==> config.mk <==
export PLATFORM = sky130hd
export DESIGN_NAME = saturn_bus_top
export DESIGN_NICKNAME = d
export VERILOG_FILES = /design/src/source/saturn_bus_pkg.sv /design/src/source/saturn_apb_regs.sv /design/src/source/saturn_bus_program.sv /design/src/source/saturn_bus_sequencer.sv /design/src/source/saturn_read_fifo.sv /design/src/source/saturn_bus_top.sv
export SDC_FILE = /design/constraint.sdc
export NUM_CORES = 1
export LEC_CHECK = 0
export ABC_AREA = 1
export ABC_CLOCK_PERIOD_IN_PS = 3200
export BUFFER_PORTS_ARGS = -buffer_cell sky130_fd_sc_hd__buf_4
export CAP_MARGIN = 20
export CORE_MARGIN = 1
export CORE_UTILIZATION = 50
export CTS_BUF_LIST = sky130_fd_sc_hd__clkbuf_4 sky130_fd_sc_hd__clkbuf_8
export CTS_CLUSTER_SIZE = 30
export DETAILED_ROUTE_END_ITERATION = 10
export PLACE_DENSITY = 0.71
export REMOVE_ABC_BUFFERS = 1
export SYNTH_ARGS = -nofsm -noshare
export SYNTH_HDL_FRONTEND = slang
export SYNTH_HIERARCHICAL = 1
export SYNTH_SLANG_ARGS = --single-unit
==> constraint.sdc <==
create_clock -name i_clk -period 3.2 [get_ports i_clk]
set_clock_uncertainty 0.05 [all_clocks]
set_input_delay 0.64 -clock i_clk [delete_from_list [all_inputs] [get_ports i_clk]]
set_output_delay 0.64 -clock i_clk [all_outputs]
set_load 0.005 [all_outputs]
==> src/source/saturn_bus_pkg.sv <==
package saturn_bus_pkg;

    // One nibble on the bus.
    typedef logic [3:0] nibble_t;

    // Entry kind, top bit of a program entry.
    typedef enum logic {
        BUS_DATA = 1'b0,  // Data nibble.
        BUS_CMD  = 1'b1   // Command nibble.
    } bus_kind_e;

    // Program entry, 5 bits packed.
    typedef struct packed {
        bus_kind_e kind;    // Bit 4.
        nibble_t   nibble;  // Bits 3:0.
    } prog_entry_t;

    // Four phases of one bus cycle, one clock each.
    typedef enum logic [1:0] {
        PH_SEND   = 2'd0,  // Drive entry or start read.
        PH_READ   = 2'd1,  // Sample returned nibble.
        PH_DECODE = 2'd2,  // Busy update.
        PH_EXEC   = 2'd3   // Idle.
    } bus_phase_e;

    // Register map, PADDR[3:0].
    typedef enum logic [3:0] {
        REG_CTRL   = 4'h0,  // Read enable, halt clear.
        REG_STATUS = 4'h4,  // Busy, halt, counts.
        REG_PROG   = 4'h8,  // Program write port.
        REG_RDATA  = 4'hC   // FIFO pop.
    } apb_reg_e;

    // Ring index width, 32 slots.
    localparam int PROG_ADDR_W = 5;

endpackage

==> src/source/saturn_apb_regs.sv <==
`timescale 1ns/1ps

module saturn_apb_regs #(
    parameter int FIFO_DEPTH_LOG2 = 3
) (
    input  logic                                i_clk,
    input  logic                                i_reset,
    input  logic                                i_psel,
    input  logic                                i_penable,
    input  logic                                i_pwrite,
    input  logic [7:0]                          i_paddr,
    input  logic [31:0]                         i_pwdata,
    output logic [31:0]                         o_prdata,
    output logic                                o_pready,
    output logic                                o_pslverr,
    input  logic                                i_prog_full,
    input  logic [saturn_bus_pkg::PROG_ADDR_W-1:0] i_prog_count,
    input  saturn_bus_pkg::nibble_t             i_fifo_rdata,
    input  logic [FIFO_DEPTH_LOG2:0]            i_fifo_count,
    input  logic                                i_fifo_empty,
    input  logic                                i_busy,
    output logic                                o_prog_wr,
    output saturn_bus_pkg::prog_entry_t         o_prog_wdata,
    output logic                                o_fifo_pop,
    output logic                                o_read_enable,
    output logic                                o_halt
);

    import saturn_bus_pkg::*;

    logic     access;     // APB access phase.
    logic     wr_access;  // Write in access phase.
    logic     rd_access;  // Read in access phase.
    apb_reg_e reg_addr;   // Decoded register.
    logic     mapped;     // Address hits the map.
    logic     prog_err;   // Write to a full ring.
    logic     rdata_err;  // Pop of an empty FIFO.

    assign access    = i_psel & i_penable;          // No wait states.
    assign wr_access = access & i_pwrite;
    assign rd_access = access & ~i_pwrite;
    assign reg_addr  = apb_reg_e'(i_paddr[3:0]);    // Low nibble selects.

    // Upper address bits must be zero and the offset one of four.
    assign mapped = (i_paddr[7:4] == 4'h0) &&
                    (reg_addr inside {REG_CTRL, REG_STATUS, REG_PROG, REG_RDATA});

    assign prog_err  = wr_access & mapped & (reg_addr == REG_PROG) & i_prog_full;
    assign rdata_err = rd_access & mapped & (reg_addr == REG_RDATA) & i_fifo_empty;

    assign o_pready  = 1'b1;                        // Always ready.
    assign o_pslverr = (access & ~mapped) | prog_err | rdata_err;

    // Program write port, only when the ring has room.
    assign o_prog_wr    = wr_access & mapped & (reg_addr == REG_PROG) & ~i_prog_full;
    assign o_prog_wdata = prog_entry_t'(i_pwdata[4:0]);  // Kind at bit 4.

    // RDATA read pops one nibble.
    assign o_fifo_pop = rd_access & mapped & (reg_addr == REG_RDATA) & ~i_fifo_empty;

    always_ff @(posedge i_clk) begin
        if (i_reset) begin
            o_read_enable <= 1'b0;             // Reads off.
            o_halt        <= 1'b0;             // Running.
        end else begin
            if (wr_access && mapped && reg_addr == REG_CTRL) begin
                o_read_enable <= i_pwdata[0];  // Bit 0 read enable.
                if (i_pwdata[1]) begin
                    o_halt <= 1'b0;            // Write 1 clears halt.
                end
            end
            if (o_pslverr) begin
                o_halt <= 1'b1;                // Sticky on any error.
            end
        end
    end

    // Read mux.
    always_comb begin
        o_prdata = 32'h0;
        if (rd_access && mapped) begin
            case (reg_addr)
                REG_CTRL: begin
                    o_prdata[0] = o_read_enable;           // Bit 1 reads 0.
                end
                REG_STATUS: begin
                    o_prdata[0]   = i_busy;
                    o_prdata[1]   = o_halt;
                    o_prdata[6:2] = i_prog_count;          // Pending entries.
                    o_prdata[8 +: FIFO_DEPTH_LOG2 + 1] = i_fifo_count;
                end
                REG_RDATA: begin
                    o_prdata[3:0] = i_fifo_rdata;          // FIFO head.
                end
                default: begin
                    o_prdata = 32'h0;                      // PROG is write only.
                end
            endcase
        end
    end

endmodule

==> src/source/saturn_bus_program.sv <==
`timescale 1ns/1ps

module saturn_bus_program (
    input  logic                                   i_clk,
    input  logic                                   i_reset,
    input  logic                                   i_wr,
    input  saturn_bus_pkg::prog_entry_t            i_wdata,
    input  logic                                   i_pop,
    output saturn_bus_pkg::prog_entry_t            o_entry,
    output logic                                   o_pending,
    output logic                                   o_full,
    output logic [saturn_bus_pkg::PROG_ADDR_W-1:0] o_count
);

    import saturn_bus_pkg::*;

    localparam int SLOTS = 1 << PROG_ADDR_W;   // 32 slots.

    prog_entry_t            ring [SLOTS];  // Entry storage.
    logic [PROG_ADDR_W-1:0] wr_ptr;        // Last written slot.
    logic [PROG_ADDR_W-1:0] snd_ptr;       // Last sent slot.
    logic [PROG_ADDR_W-1:0] wr_next;       // Slot for next write.
    logic [PROG_ADDR_W-1:0] snd_next;      // Slot for next send.

    assign wr_next  = wr_ptr + 1'b1;       // Wraps at 32.
    assign snd_next = snd_ptr + 1'b1;

    // Both pointers name the last used slot, hence the pre-increment.
    always_ff @(posedge i_clk) begin
        if (i_reset) begin
            wr_ptr  <= '1;                 // Slot 31.
            snd_ptr <= '1;                 // Slot 31.
        end else begin
            if (i_wr) begin
                wr_ptr <= wr_next;
            end
            if (i_pop) begin
                snd_ptr <= snd_next;
            end
        end
    end

    // New entry lands in the slot after the last written one.
    always_ff @(posedge i_clk) begin
        if (i_wr) begin
            ring[wr_next] <= i_wdata;
        end
    end

    assign o_entry   = ring[snd_next];        // Next entry to send.
    assign o_count   = wr_ptr - snd_ptr;      // Modulo 32.
    assign o_pending = (wr_ptr != snd_ptr);
    assign o_full    = (o_count == PROG_ADDR_W'(SLOTS - 1));  // 31 pending.

endmodule

==> src/source/saturn_bus_sequencer.sv <==
`timescale 1ns/1ps

module saturn_bus_sequencer (
    input  logic                        i_clk,
    input  logic                        i_reset,
    input  logic                        i_halt,
    input  logic                        i_read_enable,
    input  saturn_bus_pkg::prog_entry_t i_entry,
    input  logic                        i_pending,
    input  logic                        i_fifo_full,
    input  saturn_bus_pkg::nibble_t     i_bus_nibble_in,
    output logic                        o_pop,
    output logic                        o_push,
    output saturn_bus_pkg::nibble_t     o_push_nibble,
    output logic                        o_busy,
    output logic                        o_bus_clk_en,
    output logic                        o_bus_is_data,
    output saturn_bus_pkg::nibble_t     o_bus_nibble_out
);

    import saturn_bus_pkg::*;

    bus_phase_e phase;      // Current phase.
    logic       read_cyc;   // This cycle is a read.
    logic       do_send;    // Send an entry now.
    logic       do_read;    // Start a read now.

    assign do_send = ~i_halt & (phase == PH_SEND) & i_pending;
    assign do_read = ~i_halt & (phase == PH_SEND) & ~i_pending &
                     i_read_enable & ~i_fifo_full;

    assign o_pop         = do_send;                                  // Take head entry.
    assign o_push        = ~i_halt & (phase == PH_READ) & read_cyc;  // Capture now.
    assign o_push_nibble = i_bus_nibble_in;

    always_ff @(posedge i_clk) begin
        if (i_reset) begin
            phase        <= PH_SEND;       // First clock sends.
            read_cyc     <= 1'b0;
            o_bus_clk_en <= 1'b0;
            o_busy       <= 1'b0;
        end else if (i_halt) begin
            o_bus_clk_en <= 1'b0;          // Frozen, strobe low.
            if (i_pending) begin
                o_busy <= 1'b1;            // Writes still count.
            end
        end else begin
            phase <= bus_phase_e'(phase + 2'd1);  // Wraps after EXEC.
            if (i_pending) begin
                o_busy <= 1'b1;
            end
            case (phase)
                PH_SEND: begin
                    if (do_send) begin
                        o_bus_clk_en <= 1'b1;
                    end else if (do_read) begin
                        o_bus_clk_en <= 1'b1;      // Device drives in READ.
                        read_cyc     <= 1'b1;
                    end
                end
                PH_READ: begin
                    o_bus_clk_en <= 1'b0;          // Strobe ends.
                    read_cyc     <= 1'b0;          // Captured above.
                end
                PH_DECODE: begin
                    if (!i_pending) begin
                        o_busy <= 1'b0;            // Ring drained.
                    end
                end
                default: begin
                end                                // EXEC idles.
            endcase
        end
    end

    // Bus payload, held between cycles.
    always_ff @(posedge i_clk) begin
        if (do_send) begin
            o_bus_is_data    <= ~i_entry.kind;    // Data when not a command.
            o_bus_nibble_out <= i_entry.nibble;
        end else if (do_read) begin
            o_bus_is_data    <= 1'b1;             // Reads look like data.
        end
    end

endmodule

==> src/source/saturn_read_fifo.sv <==
`timescale 1ns/1ps

module saturn_read_fifo #(
    parameter int FIFO_DEPTH_LOG2 = 3
) (
    input  logic                     i_clk,
    input  logic                     i_reset,
    input  logic                     i_push,
    input  saturn_bus_pkg::nibble_t  i_nibble,
    input  logic                     i_pop,
    output saturn_bus_pkg::nibble_t  o_nibble,
    output logic [FIFO_DEPTH_LOG2:0] o_count,
    output logic                     o_empty,
    output logic                     o_full
);

    import saturn_bus_pkg::*;

    localparam int DEPTH = 1 << FIFO_DEPTH_LOG2;

    nibble_t                    mem [DEPTH];  // Storage.
    logic [FIFO_DEPTH_LOG2-1:0] wr_ptr;       // Next free slot.
    logic [FIFO_DEPTH_LOG2-1:0] rd_ptr;       // Head slot.
    logic                       do_push;
    logic                       do_pop;

    assign do_push = i_push & ~o_full;    // Drop on overflow.
    assign do_pop  = i_pop & ~o_empty;

    always_ff @(posedge i_clk) begin
        if (i_reset) begin
            wr_ptr  <= '0;
            rd_ptr  <= '0;
            o_count <= '0;
        end else begin
            if (do_push) begin
                wr_ptr <= wr_ptr + 1'b1;
            end
            if (do_pop) begin
                rd_ptr <= rd_ptr + 1'b1;
            end
            if (do_push && !do_pop) begin
                o_count <= o_count + 1'b1;
            end else if (do_pop && !do_push) begin
                o_count <= o_count - 1'b1;
            end
        end
    end

    always_ff @(posedge i_clk) begin
        if (do_push) begin
            mem[wr_ptr] <= i_nibble;
        end
    end

    assign o_nibble = mem[rd_ptr];        // Fall-through head.
    assign o_empty  = (o_count == '0);
    assign o_full   = (o_count == (FIFO_DEPTH_LOG2 + 1)'(DEPTH));

endmodule

==> src/source/saturn_bus_top.sv <==
`timescale 1ns/1ps

module saturn_bus_top #(
    parameter int FIFO_DEPTH_LOG2 = 3
) (
    input  logic                    i_clk,
    input  logic                    i_reset,
    input  logic                    i_psel,
    input  logic                    i_penable,
    input  logic                    i_pwrite,
    input  logic [7:0]              i_paddr,
    input  logic [31:0]             i_pwdata,
    output logic [31:0]             o_prdata,
    output logic                    o_pready,
    output logic                    o_pslverr,
    output logic                    o_bus_clk_en,
    output logic                    o_bus_is_data,
    output saturn_bus_pkg::nibble_t o_bus_nibble_out,
    input  saturn_bus_pkg::nibble_t i_bus_nibble_in
);

    import saturn_bus_pkg::*;

    logic                     prog_wr;      // Host to ring.
    prog_entry_t              prog_wdata;
    logic                     prog_full;
    logic [PROG_ADDR_W-1:0]   prog_count;
    prog_entry_t              prog_entry;   // Ring to sequencer.
    logic                     prog_pending;
    logic                     prog_pop;
    logic                     fifo_push;    // Sequencer to FIFO.
    nibble_t                  fifo_wdata;
    logic                     fifo_pop;     // Host pops.
    nibble_t                  fifo_rdata;
    logic [FIFO_DEPTH_LOG2:0] fifo_count;
    logic                     fifo_empty;
    logic                     fifo_full;
    logic                     busy;
    logic                     read_enable;
    logic                     halt;

    saturn_apb_regs #(
        .FIFO_DEPTH_LOG2 (FIFO_DEPTH_LOG2)
    ) u_regs (
        .i_clk         (i_clk),
        .i_reset       (i_reset),
        .i_psel        (i_psel),
        .i_penable     (i_penable),
        .i_pwrite      (i_pwrite),
        .i_paddr       (i_paddr),
        .i_pwdata      (i_pwdata),
        .o_prdata      (o_prdata),
        .o_pready      (o_pready),
        .o_pslverr     (o_pslverr),
        .i_prog_full   (prog_full),
        .i_prog_count  (prog_count),
        .i_fifo_rdata  (fifo_rdata),
        .i_fifo_count  (fifo_count),
        .i_fifo_empty  (fifo_empty),
        .i_busy        (busy),
        .o_prog_wr     (prog_wr),
        .o_prog_wdata  (prog_wdata),
        .o_fifo_pop    (fifo_pop),
        .o_read_enable (read_enable),
        .o_halt        (halt)
    );

    saturn_bus_program u_program (
        .i_clk     (i_clk),
        .i_reset   (i_reset),
        .i_wr      (prog_wr),
        .i_wdata   (prog_wdata),
        .i_pop     (prog_pop),
        .o_entry   (prog_entry),
        .o_pending (prog_pending),
        .o_full    (prog_full),
        .o_count   (prog_count)
    );

    saturn_bus_sequencer u_sequencer (
        .i_clk            (i_clk),
        .i_reset          (i_reset),
        .i_halt           (halt),
        .i_read_enable    (read_enable),
        .i_entry          (prog_entry),
        .i_pending        (prog_pending),
        .i_fifo_full      (fifo_full),
        .i_bus_nibble_in  (i_bus_nibble_in),
        .o_pop            (prog_pop),
        .o_push           (fifo_push),
        .o_push_nibble    (fifo_wdata),
        .o_busy           (busy),
        .o_bus_clk_en     (o_bus_clk_en),
        .o_bus_is_data    (o_bus_is_data),
        .o_bus_nibble_out (o_bus_nibble_out)
    );

    saturn_read_fifo #(
        .FIFO_DEPTH_LOG2 (FIFO_DEPTH_LOG2)
    ) u_fifo (
        .i_clk    (i_clk),
        .i_reset  (i_reset),
        .i_push   (fifo_push),
        .i_nibble (fifo_wdata),
        .i_pop    (fifo_pop),
        .o_nibble (fifo_rdata),
        .o_count  (fifo_count),
        .o_empty  (fifo_empty),
        .o_full   (fifo_full)
    );

endmodule

==> qor.csv, run 1 <==
metric;value;unit
async_reset_ff_frac;0;
synth.area.top_cells;edfxtp_1, nand2_1, nand3_1, dfxtp_1, inv_1;
cp.arrival;2.35;ns
max_freq;329;MHz
dp_cells;1416;
drc;0;
cp_max_fo;5;
cts_tree;yes;
p_leak;5.24;nW
synth_cells;1124;
finalWirelength;22200;um
synth.largest_area_cell;edfxtp_1;
synthesis.area;0.0108;mm2
grt_pass1_vias;7179;
htreeDepth;2;
clk_latency;0.54;ns
fin_ws;0.159;ns
ant_nets;0;
yosys_warnings;6;
synth_top_cell_area_share;0.548;
drive_gt1_frac;0.155;
fill_cells;1754;
hold_viol;0;
finalNonFillerCells;1488;
synthFlopType;edfxtp_1;
die_w;149;um
dieArea;0.0222;mm2
hp-class;input pin to flip-flop;
crit_required;2.51;ns
drv_slew;0;
yosys_register_bits;227;
antenna-diode-count;0;
worst_pin_slew;0.649;ns
synth_compound_area_frac;0.0317;
ys_seq_area_frac;0.604;
die_h;149;um
fin_nets;1253;
synthTopCellsByCount;nand2_1, edfxtp_1, inv_1;
grt_first_pass_wirelength;35700;um
cts_root_buf;clkbuf_8;
initial_core_util;0.512;
holdWs;0.307;ns
crit_path_start_kind;flip-flop;
min_period;3.04;ns
area_growth;12.6;%
dr.pass1.iters;5;
status;complete, no violations;
final_area;0.0121;mm2
synth.area.mux_share;0;
synth-adder-area-share;0.0246;
finalSetupViolations;0;
track_usage;0.208;
yosys.area_share.simple;0.228;
grt_max_degree;57;
drt_first_iter_violations;527;
vias;7470;
synth_edf_count;197;
synth_most_common_cell;nand2_1;
p_per_area;796;mW/mm2
ir_drop;525;uV
antenna_found_initial;0;
synth_cell_types;36;
path_class;flip-flop to primary output;
core_area;0.0211;mm2
pre_cts_ws;0.147;ns
cts_sinks;227;
grt_remaining_overflow;0;
gp_congestion;0.814;
slew_headroom;0.566;
wl_per_cell;14.9;um
synth_top_family_by_area;simple AND/OR/NAND/NOR gates;
placed_area;0.0113;mm2
portBuffers;39;
post-route-period-util;0.950;
clk_pin_slew_worst_paths;0.06;ns
cts_buffers;37;
maxCapViolCount;0;
postCtsHoldBufs;0;
via_per_inst;5.02;
rsz0062_at_grt;yes;
row_count;53;
synth_area_per_cell;9.60;um2
clockBufferDepth;3;
endpoint_kind;primary output;
boundaryPins;89;
synth_xor_area_frac;0.0137;
hpwlAfterDp;14200;um
setup_tns;0;ns
-- sequential cells by signal, indices dropped and copies added, names as in the netlist, 3 cells and up, named ones only --
signal,cells
u_program/ring,160
u_fifo/mem,32
u_program/snd_ptr,5
u_program/wr_ptr,5
u_fifo/o_count,4
u_sequencer/o_bus_nibble_out,4
u_fifo/rd_ptr,3
u_fifo/wr_ptr,3
-- logic make-up (layout without fill, tap and decap cells) --
logic type / after synthesis / count (layout)
and+or+nand+nor: 564 / 564
buffers and inverters: 228 / 297
DFF: 227 / 227
AOI/OAI and AO/OA: 67 / 67
adders and majority gates: 20 / 20
xor gates and xnor gates: 16 / 16
other: 2 / 22
-- cell usage in the layout, fill, tap and decap left out, drive strengths merged --
cell type  count
nand2        314
edfxtp       197
inv          159
nand3        134
nor2         107
buf           69
clkbuf        52
o21ai         42
dfxtp         30
a21oi         24
conb          22
ha            18
clkinv        14
xor2          10
xnor2          6
nand4          6
bufinv         2
fa             2
clkinvlp       1
or2            1
nor3           1
nor4           1
o21bai         1
-- metrics by stage --
stage / utilization / total power [mW]
after floorplan: - / 5.69
after global placement: 0.534 / 6.94
after detailed placement: 0.534 / 6.98
after CTS: 0.572 / 9.63
after global routing: 0.576 / 10.2
final: 0.576 / 9.67
-- critical path: stages, from the launching register on --
cell and delay [ns]:
dfxtp_4 0.36, inv_4 0.07, ha_4 0.12, inv_2 0.04, fa_2 0.37, buf_6 0.13, xnor2_1 0.11, inv_1 0.07
nand4_1 0.09, nor2_1 0.13, nand4_1 0.12, nand3_2 0.11, buf_6 0.10
-- layout make-up --
type	instances	area (um2)	share of cell area
Clock buffer	52	653	0.0538
Multi-Input combinational cell	689	3340	0.275
Inverter	160	609	0.0502
Tap cell	275	344	0.0283
Sequential cell	227	6520	0.537
Clock inverter	16	138	0.0113
Timing Repair Buffer	69	538	0.0443
-- where the power goes --
part / leakage [nW] / internal (mW) / total (mW) / switching (mW)
clock: 0.418 / 1.49 / 2.63 / 1.14
sequential: 2.01 / 3.35 / 3.41 / 0.0607
combinational: 2.81 / 1.20 / 3.62 / 2.42
total: 5.24 / 6.05 / 9.67 / 3.62
-- routing by layer --
layer  vias to the layer above  part of all wire  GRT usage
li1                       3711                 -          -
met1                      3461              0.42      0.260
met2                       257              0.49      0.360
met3                        41             0.071     0.0388
met4                         0             0.023     0.0760
met5                         -                 0          0
-- worst paths after layout --
kind	from	end	slack [ns]	cells after the start
setup / recovery	u_program/wr_ptr[0]$_SDFFE_PP1P_	o_pslverr	0.16	12
hold / removal	i_bus_nibble_in[1]	u_fifo/mem[1][1]$_DFFE_PP_	0.31	1
setup reg to reg	u_program/wr_ptr[0]$_SDFFE_PP1P_	u_program/ring[0][3]$_DFFE_PP_	0.23	13
hold reg to reg	u_sequencer/o_busy$_SDFF_PP0_	u_sequencer/o_busy$_SDFF_PP0_	0.43	2
-- timing repair --
action,in CTS,in global routing
endpoints found under the setup margin,1,9
buffers inserted,0,4
pin swaps,1,7
gates resized for setup,3,14
No activity file was read; power rests on OpenSTA's default activity.
==> inputs of run 2 (changes only) <==
ABC_CLOCK_PERIOD_IN_PS = 3490   (was 3200)
BUFFER_PORTS_ARGS = -buffer_cell sky130_fd_sc_hd__clkbuf_2   (was -buffer_cell sky130_fd_sc_hd__buf_4)
clock period = 3.49 ns   (was 3.2 ns; I/O delays follow)
==> qor.csv, run 2 (synthesis results as in run 1) <==
metric;value;unit;change
ant_nets;0;;unchanged
hpwlAfterDp;14300;um;was 14200 um
max_freq;303;MHz;
die_w;149;um;unchanged
regMostFlops;u_program/ring;;unchanged
slew_headroom;0.380;;was 0.566
path_class;flip-flop to primary output;;unchanged
cts_buffers;37;;unchanged
dr.pass1.iters;5;;unchanged
clk_latency;0.54;ns;about the same
cp_cell_sequence;inv_1, ha_1, inv_1, fa_1, nand3_1, nand2_1, xor2_2, nand4_1, nor2_2, nand4_1, nand3_2, clkbuf_2;;was inv_4, ha_4, inv_2, fa_2, buf_6, xnor2_1, inv_1, nand4_1, nor2_1, nand4_1, nand3_2, buf_6
hold_end;u_fifo/mem[2][3]$_DFFE_PP_;;was u_fifo/mem[1][1]$_DFFE_PP_
track_usage;0.210;;was 0.208
post-route-period-util;0.946;;
cp_slowest_cell;fa_1;;was fa_2
grt_remaining_overflow;0;;unchanged
fin_nets;1244;;was 1253
status;complete, no violations;;unchanged
vias;7374;;was 7470
fill_cells;1828;;was 1754
r2r_start;u_program/wr_ptr[0]$_SDFFE_PP1P_;;unchanged
largest_reg_flops;160;;unchanged
holdPathStages;1;;unchanged
crit_required;2.74;ns;was 2.51 ns
finalSetupViolations;0;;unchanged
ff2ff_setup_slack;0.19;ns;was 0.23 ns
dieArea;0.0222;mm2;unchanged
rsz0062_at_grt;yes;;unchanged
maxCapViolCount;0;;unchanged
htreeDepth;2;;unchanged
crit_path_start_kind;flip-flop;;unchanged
mostFrequentLayoutCells;nand2_1, edfxtp_1, inv_1, nand3_1, nor2_1;;unchanged
wl_per_cell;15.3;um;was 14.9 um
pre_cts_ws;0.194;ns;was 0.147 ns
boundaryPins;89;;unchanged
dp_cells;1411;;was 1416
drv_slew;0;;unchanged
min-delay-start;i_bus_nibble_in[3];;was i_bus_nibble_in[1]
r2r_end;u_program/ring[0][0]$_DFFE_PP_;;was u_program/ring[0][3]$_DFFE_PP_
cp_max_fo;7;;was 5
fin_util;0.563;;was 0.576
clk_pin_slew_worst_paths;0.06;ns;about the same
cts_root_buf;clkbuf_8;;unchanged
drive_gt1_frac;0.138;;was 0.155
antenna_found_initial;0;;unchanged
grt_pass1_vias;7010;;was 7179
row_count;53;;unchanged
drc;0;;unchanged
hp-class;input pin to flip-flop;;unchanged
finalWirelength;22600;um;was 22200 um
reg_top3;u_program/ring: 160 flops, u_fifo/mem: 32 flops;;unchanged
die_h;149;um;unchanged
grt_max_degree;86;;was 57
final_common_cell;nand2_1;;unchanged
fin_ws;0.190;ns;was 0.159 ns
drt_first_iter_violations;552;;was 527
hold_viol;0;;unchanged
clockBufferDepth;3;;unchanged
core_area;0.0211;mm2;unchanged
p_per_area;729;mW/mm2;was 796 mW/mm2
via_per_inst;4.99;;was 5.02
finalNonFillerCells;1478;;was 1488
min_period;3.30;ns;
endpoint_kind;primary output;;unchanged
postCtsHoldBufs;0;;unchanged
gp_congestion;0.784;;was 0.814
cts_tree;yes;;unchanged
antenna-diode-count;0;;unchanged
rr_worst_depth;12;;was 13
portBuffers;39;;unchanged
initial_core_util;0.512;;unchanged
grt_first_pass_wirelength;35700;um;about the same
cp.arrival;2.55;ns;was 2.35 ns
p_leak;5.14;nW;was 5.24 nW
max_stage_delay;0.39;ns;was 0.37 ns
worst_pin_slew;0.931;ns;was 0.649 ns
area_growth;10.1;%;was 12.6%
cts_sinks;227;;unchanged
ir_drop;542;uV;was 525 uV
-- run 2: per-stage QoR --
| step | power, mW | area, um2 | hold WS [ns] | TNS (ns) |
|---|---|---|---|---|
| final | 8.66 | 11900 | 0.426 | 0 |
| after detailed placement | 6.46 | 11200 | 0.420 | 0 |
| after floorplan | 5.22 | 10400 | 0.383 | -88.50 |
| after global placement | 6.41 | 11200 | 0.408 | 0 |
| after CTS | 8.68 | 11900 | 0.405 | 0 |
| after global routing | 9.16 | 11900 | 0.416 | -1.33 |
-- run 2: worst max path at each step --
stage	to	slack [ns]	start
3_5_place_dp	u_program/ring[12][1]$_DFFE_PP_	0.19	u_program/wr_ptr[0]$_SDFFE_PP1P_
2_1_floorplan	u_sequencer/o_bus_nibble_out[0]$_DFFE_PP_	-0.57	u_program/snd_ptr[0]$_SDFFE_PP1P_
6_report	o_pslverr	0.19	u_program/wr_ptr[0]$_SDFFE_PP1P_
5_1_grt	u_program/ring[20][0]$_DFFE_PP_	-0.1	u_program/wr_ptr[0]$_SDFFE_PP1P_
4_1_cts	o_pslverr	0.12	u_program/wr_ptr[0]$_SDFFE_PP1P_
3_3_place_gp	u_program/ring[12][0]$_DFFE_PP_	0.34	u_program/wr_ptr[0]$_SDFFE_PP1P_
-- run 2: layout make-up --
cell class | instances | area, um2 | area share
clock buffers | 53 | 642 | 0.0540
clock inverters | 14 | 68.8 | 0.00579
inverters | 160 | 607 | 0.0511
multi-input cells | 689 | 3310 | 0.279
flip-flops and latches | 227 | 6520 | 0.549
well taps | 275 | 344 | 0.0290
repair buffers | 60 | 390 | 0.0329
-- run 2: critical path, delay by kind of cell, from the launching register on --
family	cells	cell delay [ns]
xor gates and xnor gates	1	0.17
buffers and inverters	3	0.31
and+or+nand+nor	6	0.62
adders and majority gates	2	0.56
DFF	1	0.37
-- run 2: where the power goes --
group          total (mW)  internal, mW  switching [mW]  leakage (nW)
Sequential           3.12          3.07          0.0492          2.01
Combinational        3.33          1.07            2.26          2.74
Clock                2.21          1.19            1.02         0.381
Total                8.66          5.33            3.33          5.14
-- run 2: per-layer routing --
layer	share of wire	GRT usage	up-vias
li1	-	-	3684
met4	0.015	0.0653	0
met1	0.44	0.272	3441
met3	0.057	0.0391	31
met2	0.49	0.356	218
met5	0	0	-
-- run 2: timing repair --
item / 4_1_cts / 5_1_grt
setup endpoints to repair: 0 / 21
resized for setup: 0 / 4
buffers inserted: 0 / 0
==> inputs of run 3 (changes only) <==
CORE_UTILIZATION = 48   (was 50)
PLACE_DENSITY = 0.68   (was 0.71)
==> qor.csv, run 3 (synthesis results as in run 1) <==
metric;value;unit;change
status;complete, but fails checks;;was complete, no violations
violations;DRC;;
power_switching;3.27;mW;was 3.33 mW
fin_nets;1249;;was 1244
grt_pass1_vias;7128;;was 7010
seq_area;0.00652;mm2;unchanged
boundaryPins;89;;unchanged
p_per_area;728;mW/mm2;was 729 mW/mm2
cp.arrival;2.55;ns;about the same
dieArea;0.0231;mm2;was 0.0222 mm2
initial_core_util;0.491;;was 0.512
slew_headroom;0.386;;was 0.380
maxCapViolCount;0;;unchanged
drv_slew;0;;unchanged
ir_drop;476;uV;was 542 uV
hp-class;flip-flop to flip-flop;;was input pin to flip-flop
grt_first_pass_wirelength;34900;um;was 35700 um
seqPwrFrac;0.361;;about the same
antenna-diode-count;0;;unchanged
clk_pin_slew_worst_paths;0.07;ns;was 0.06 ns
drive_gt1_frac;0.138;;about the same
post-route-period-util;0.946;;about the same
drc;10;;was 0
hpwlAfterDp;14300;um;about the same
clockBufferDepth;3;;unchanged
crit_path_start_kind;flip-flop;;unchanged
endpoint_kind;primary output;;unchanged
rsz0062_at_grt;yes;;unchanged
core_area;0.0220;mm2;was 0.0211 mm2
reg_top3;u_program/ring: 160 flops, u_fifo/mem: 32 flops;;unchanged
dr.pass1.iters;8;;was 5
clk_latency;0.52;ns;was 0.54 ns
p_leak;5.14;nW;about the same
crit_required;2.74;ns;about the same
finalSetupViolations;0;;unchanged
cp_max_fo;7;;unchanged
path_class;flip-flop to primary output;;unchanged
max_freq;303;MHz;about the same
cts_root_buf;clkbuf_8;;unchanged
setup_tns;0;ns;unchanged
die_h;152;um;was 149 um
drt_first_iter_violations;473;;was 552
row_count;54;;was 53
post_cts_buffers;0;;unchanged
area_growth;10.1;%;about the same
final_common_cell;nand2_1;;unchanged
gp_congestion;0.835;;was 0.784
grt_remaining_overflow;0;;unchanged
grt_max_degree;86;;unchanged
wl_per_cell;14.7;um;was 15.3 um
regMostFlops;u_program/ring;;unchanged
largest_reg_flops;160;;unchanged
min_period;3.30;ns;about the same
ant_nets;0;;unchanged
cts_tree;yes;;unchanged
antenna_found_initial;0;;unchanged
track_usage;0.193;;was 0.210
postCtsHoldBufs;0;;unchanged
clockPowerShare;0.253;;was 0.255
die_w;152;um;was 149 um
htreeDepth;2;;unchanged
fill_cells;1924;;was 1828
hold_viol;0;;unchanged
via_per_inst;5.05;;was 4.99
p_comb_frac;0.385;;was 0.384
dp_cells;1422;;was 1411
swShare;0.378;;was 0.385
mostFrequentLayoutCells;nand2_1, edfxtp_1, inv_1, nand3_1, nor2_1;;unchanged
finalWirelength;21900;um;was 22600 um
cts_sinks;227;;unchanged
cts_buffers;36;;was 37
vias;7505;;was 7374
portBuffers;39;;unchanged
multi_input_area;0.00330;mm2;was 0.00331 mm2
internal-power;5.38;mW;was 5.33 mW
finalNonFillerCells;1486;;was 1478
worst_pin_slew;0.921;ns;was 0.931 ns
==> run 3: path summary, 6_finish.rpt <==
kind | start | to | slack (ns) | cells past startpoint
worst max-delay path | u_program/wr_ptr[0]$_SDFFE_PP1P_ | o_pslverr | 0.19 | 12
worst min register to register | u_sequencer/o_busy$_SDFF_PP0_ | u_sequencer/o_busy$_SDFF_PP0_ | 0.43 | 2
worst min-delay path | u_sequencer/o_busy$_SDFF_PP0_ | u_sequencer/o_busy$_SDFF_PP0_ | 0.43 | 2
worst max register to register | u_program/wr_ptr[0]$_SDFFE_PP1P_ | u_program/ring[2][2]$_DFFE_PP_ | 0.26 | 12
==> run 3: layout make-up <==
| class | count | share of cell area |
|---|---|---|
| Clock buffer | 49 | 0.0510 |
| Timing Repair Buffer | 66 | 0.0345 |
| Clock inverter | 15 | 0.00758 |
| Tap cell | 280 | 0.0295 |
| Inverter | 160 | 0.0511 |
| Sequential cell | 227 | 0.548 |
| Multi-Input combinational cell | 689 | 0.278 |
==> run 3: what timing repair did <==
action,in CTS,in global routing
resized for setup,0,3
endpoints found under the setup margin,0,11
endpoints found under the hold margin,0,0
==> run 3: per-layer routing <==
| metal | up-vias | GRT usage | part of all wire |
|---|---|---|---|
| li1 | 3702 | - | - |
| met2 | 222 | 0.319 | 0.47 |
| met5 | - | 0 | 0 |
| met4 | 0 | 0.0748 | 0.027 |
| met1 | 3535 | 0.254 | 0.43 |
| met3 | 46 | 0.0337 | 0.069 |
==> run 3: through the flow <==
stage	instance area (um2)	worst slack, ns	utilization	power (mW)	hold slack, ns
finish	11900	0.188	0.541	8.65	0.432
global placement	11200	0.308	0.509	6.45	0.409
global route	11900	-0.0562	0.541	9.18	0.431
CTS	11900	0.125	0.541	8.68	0.415
floorplan	10400	-0.565	-	5.22	0.383
detailed placement	11200	0.258	0.509	6.48	0.412
==> run 3: power groups by stage <==
stage               sequential, mW  clock, mW  combinational, mW
CTS                           3.12       2.25               3.31
detailed placement            3.18          0               3.30
global route                  3.13       2.37               3.67
floorplan                     3.25          0               1.96
finish                        3.12       2.19               3.34
global placement              3.18          0               3.27
==> run 3: critical path: stages (launching register included) <==
cell      delay, ns
dfxtp_1        0.37
inv_1          0.13
ha_1           0.17
inv_1          0.05
fa_1           0.39
nand3_1        0.08
nand2_1        0.07
xor2_1         0.19
nand4_1        0.13
nor2_2         0.12
nand4_1        0.11
nand3_2        0.12
clkbuf_2       0.11
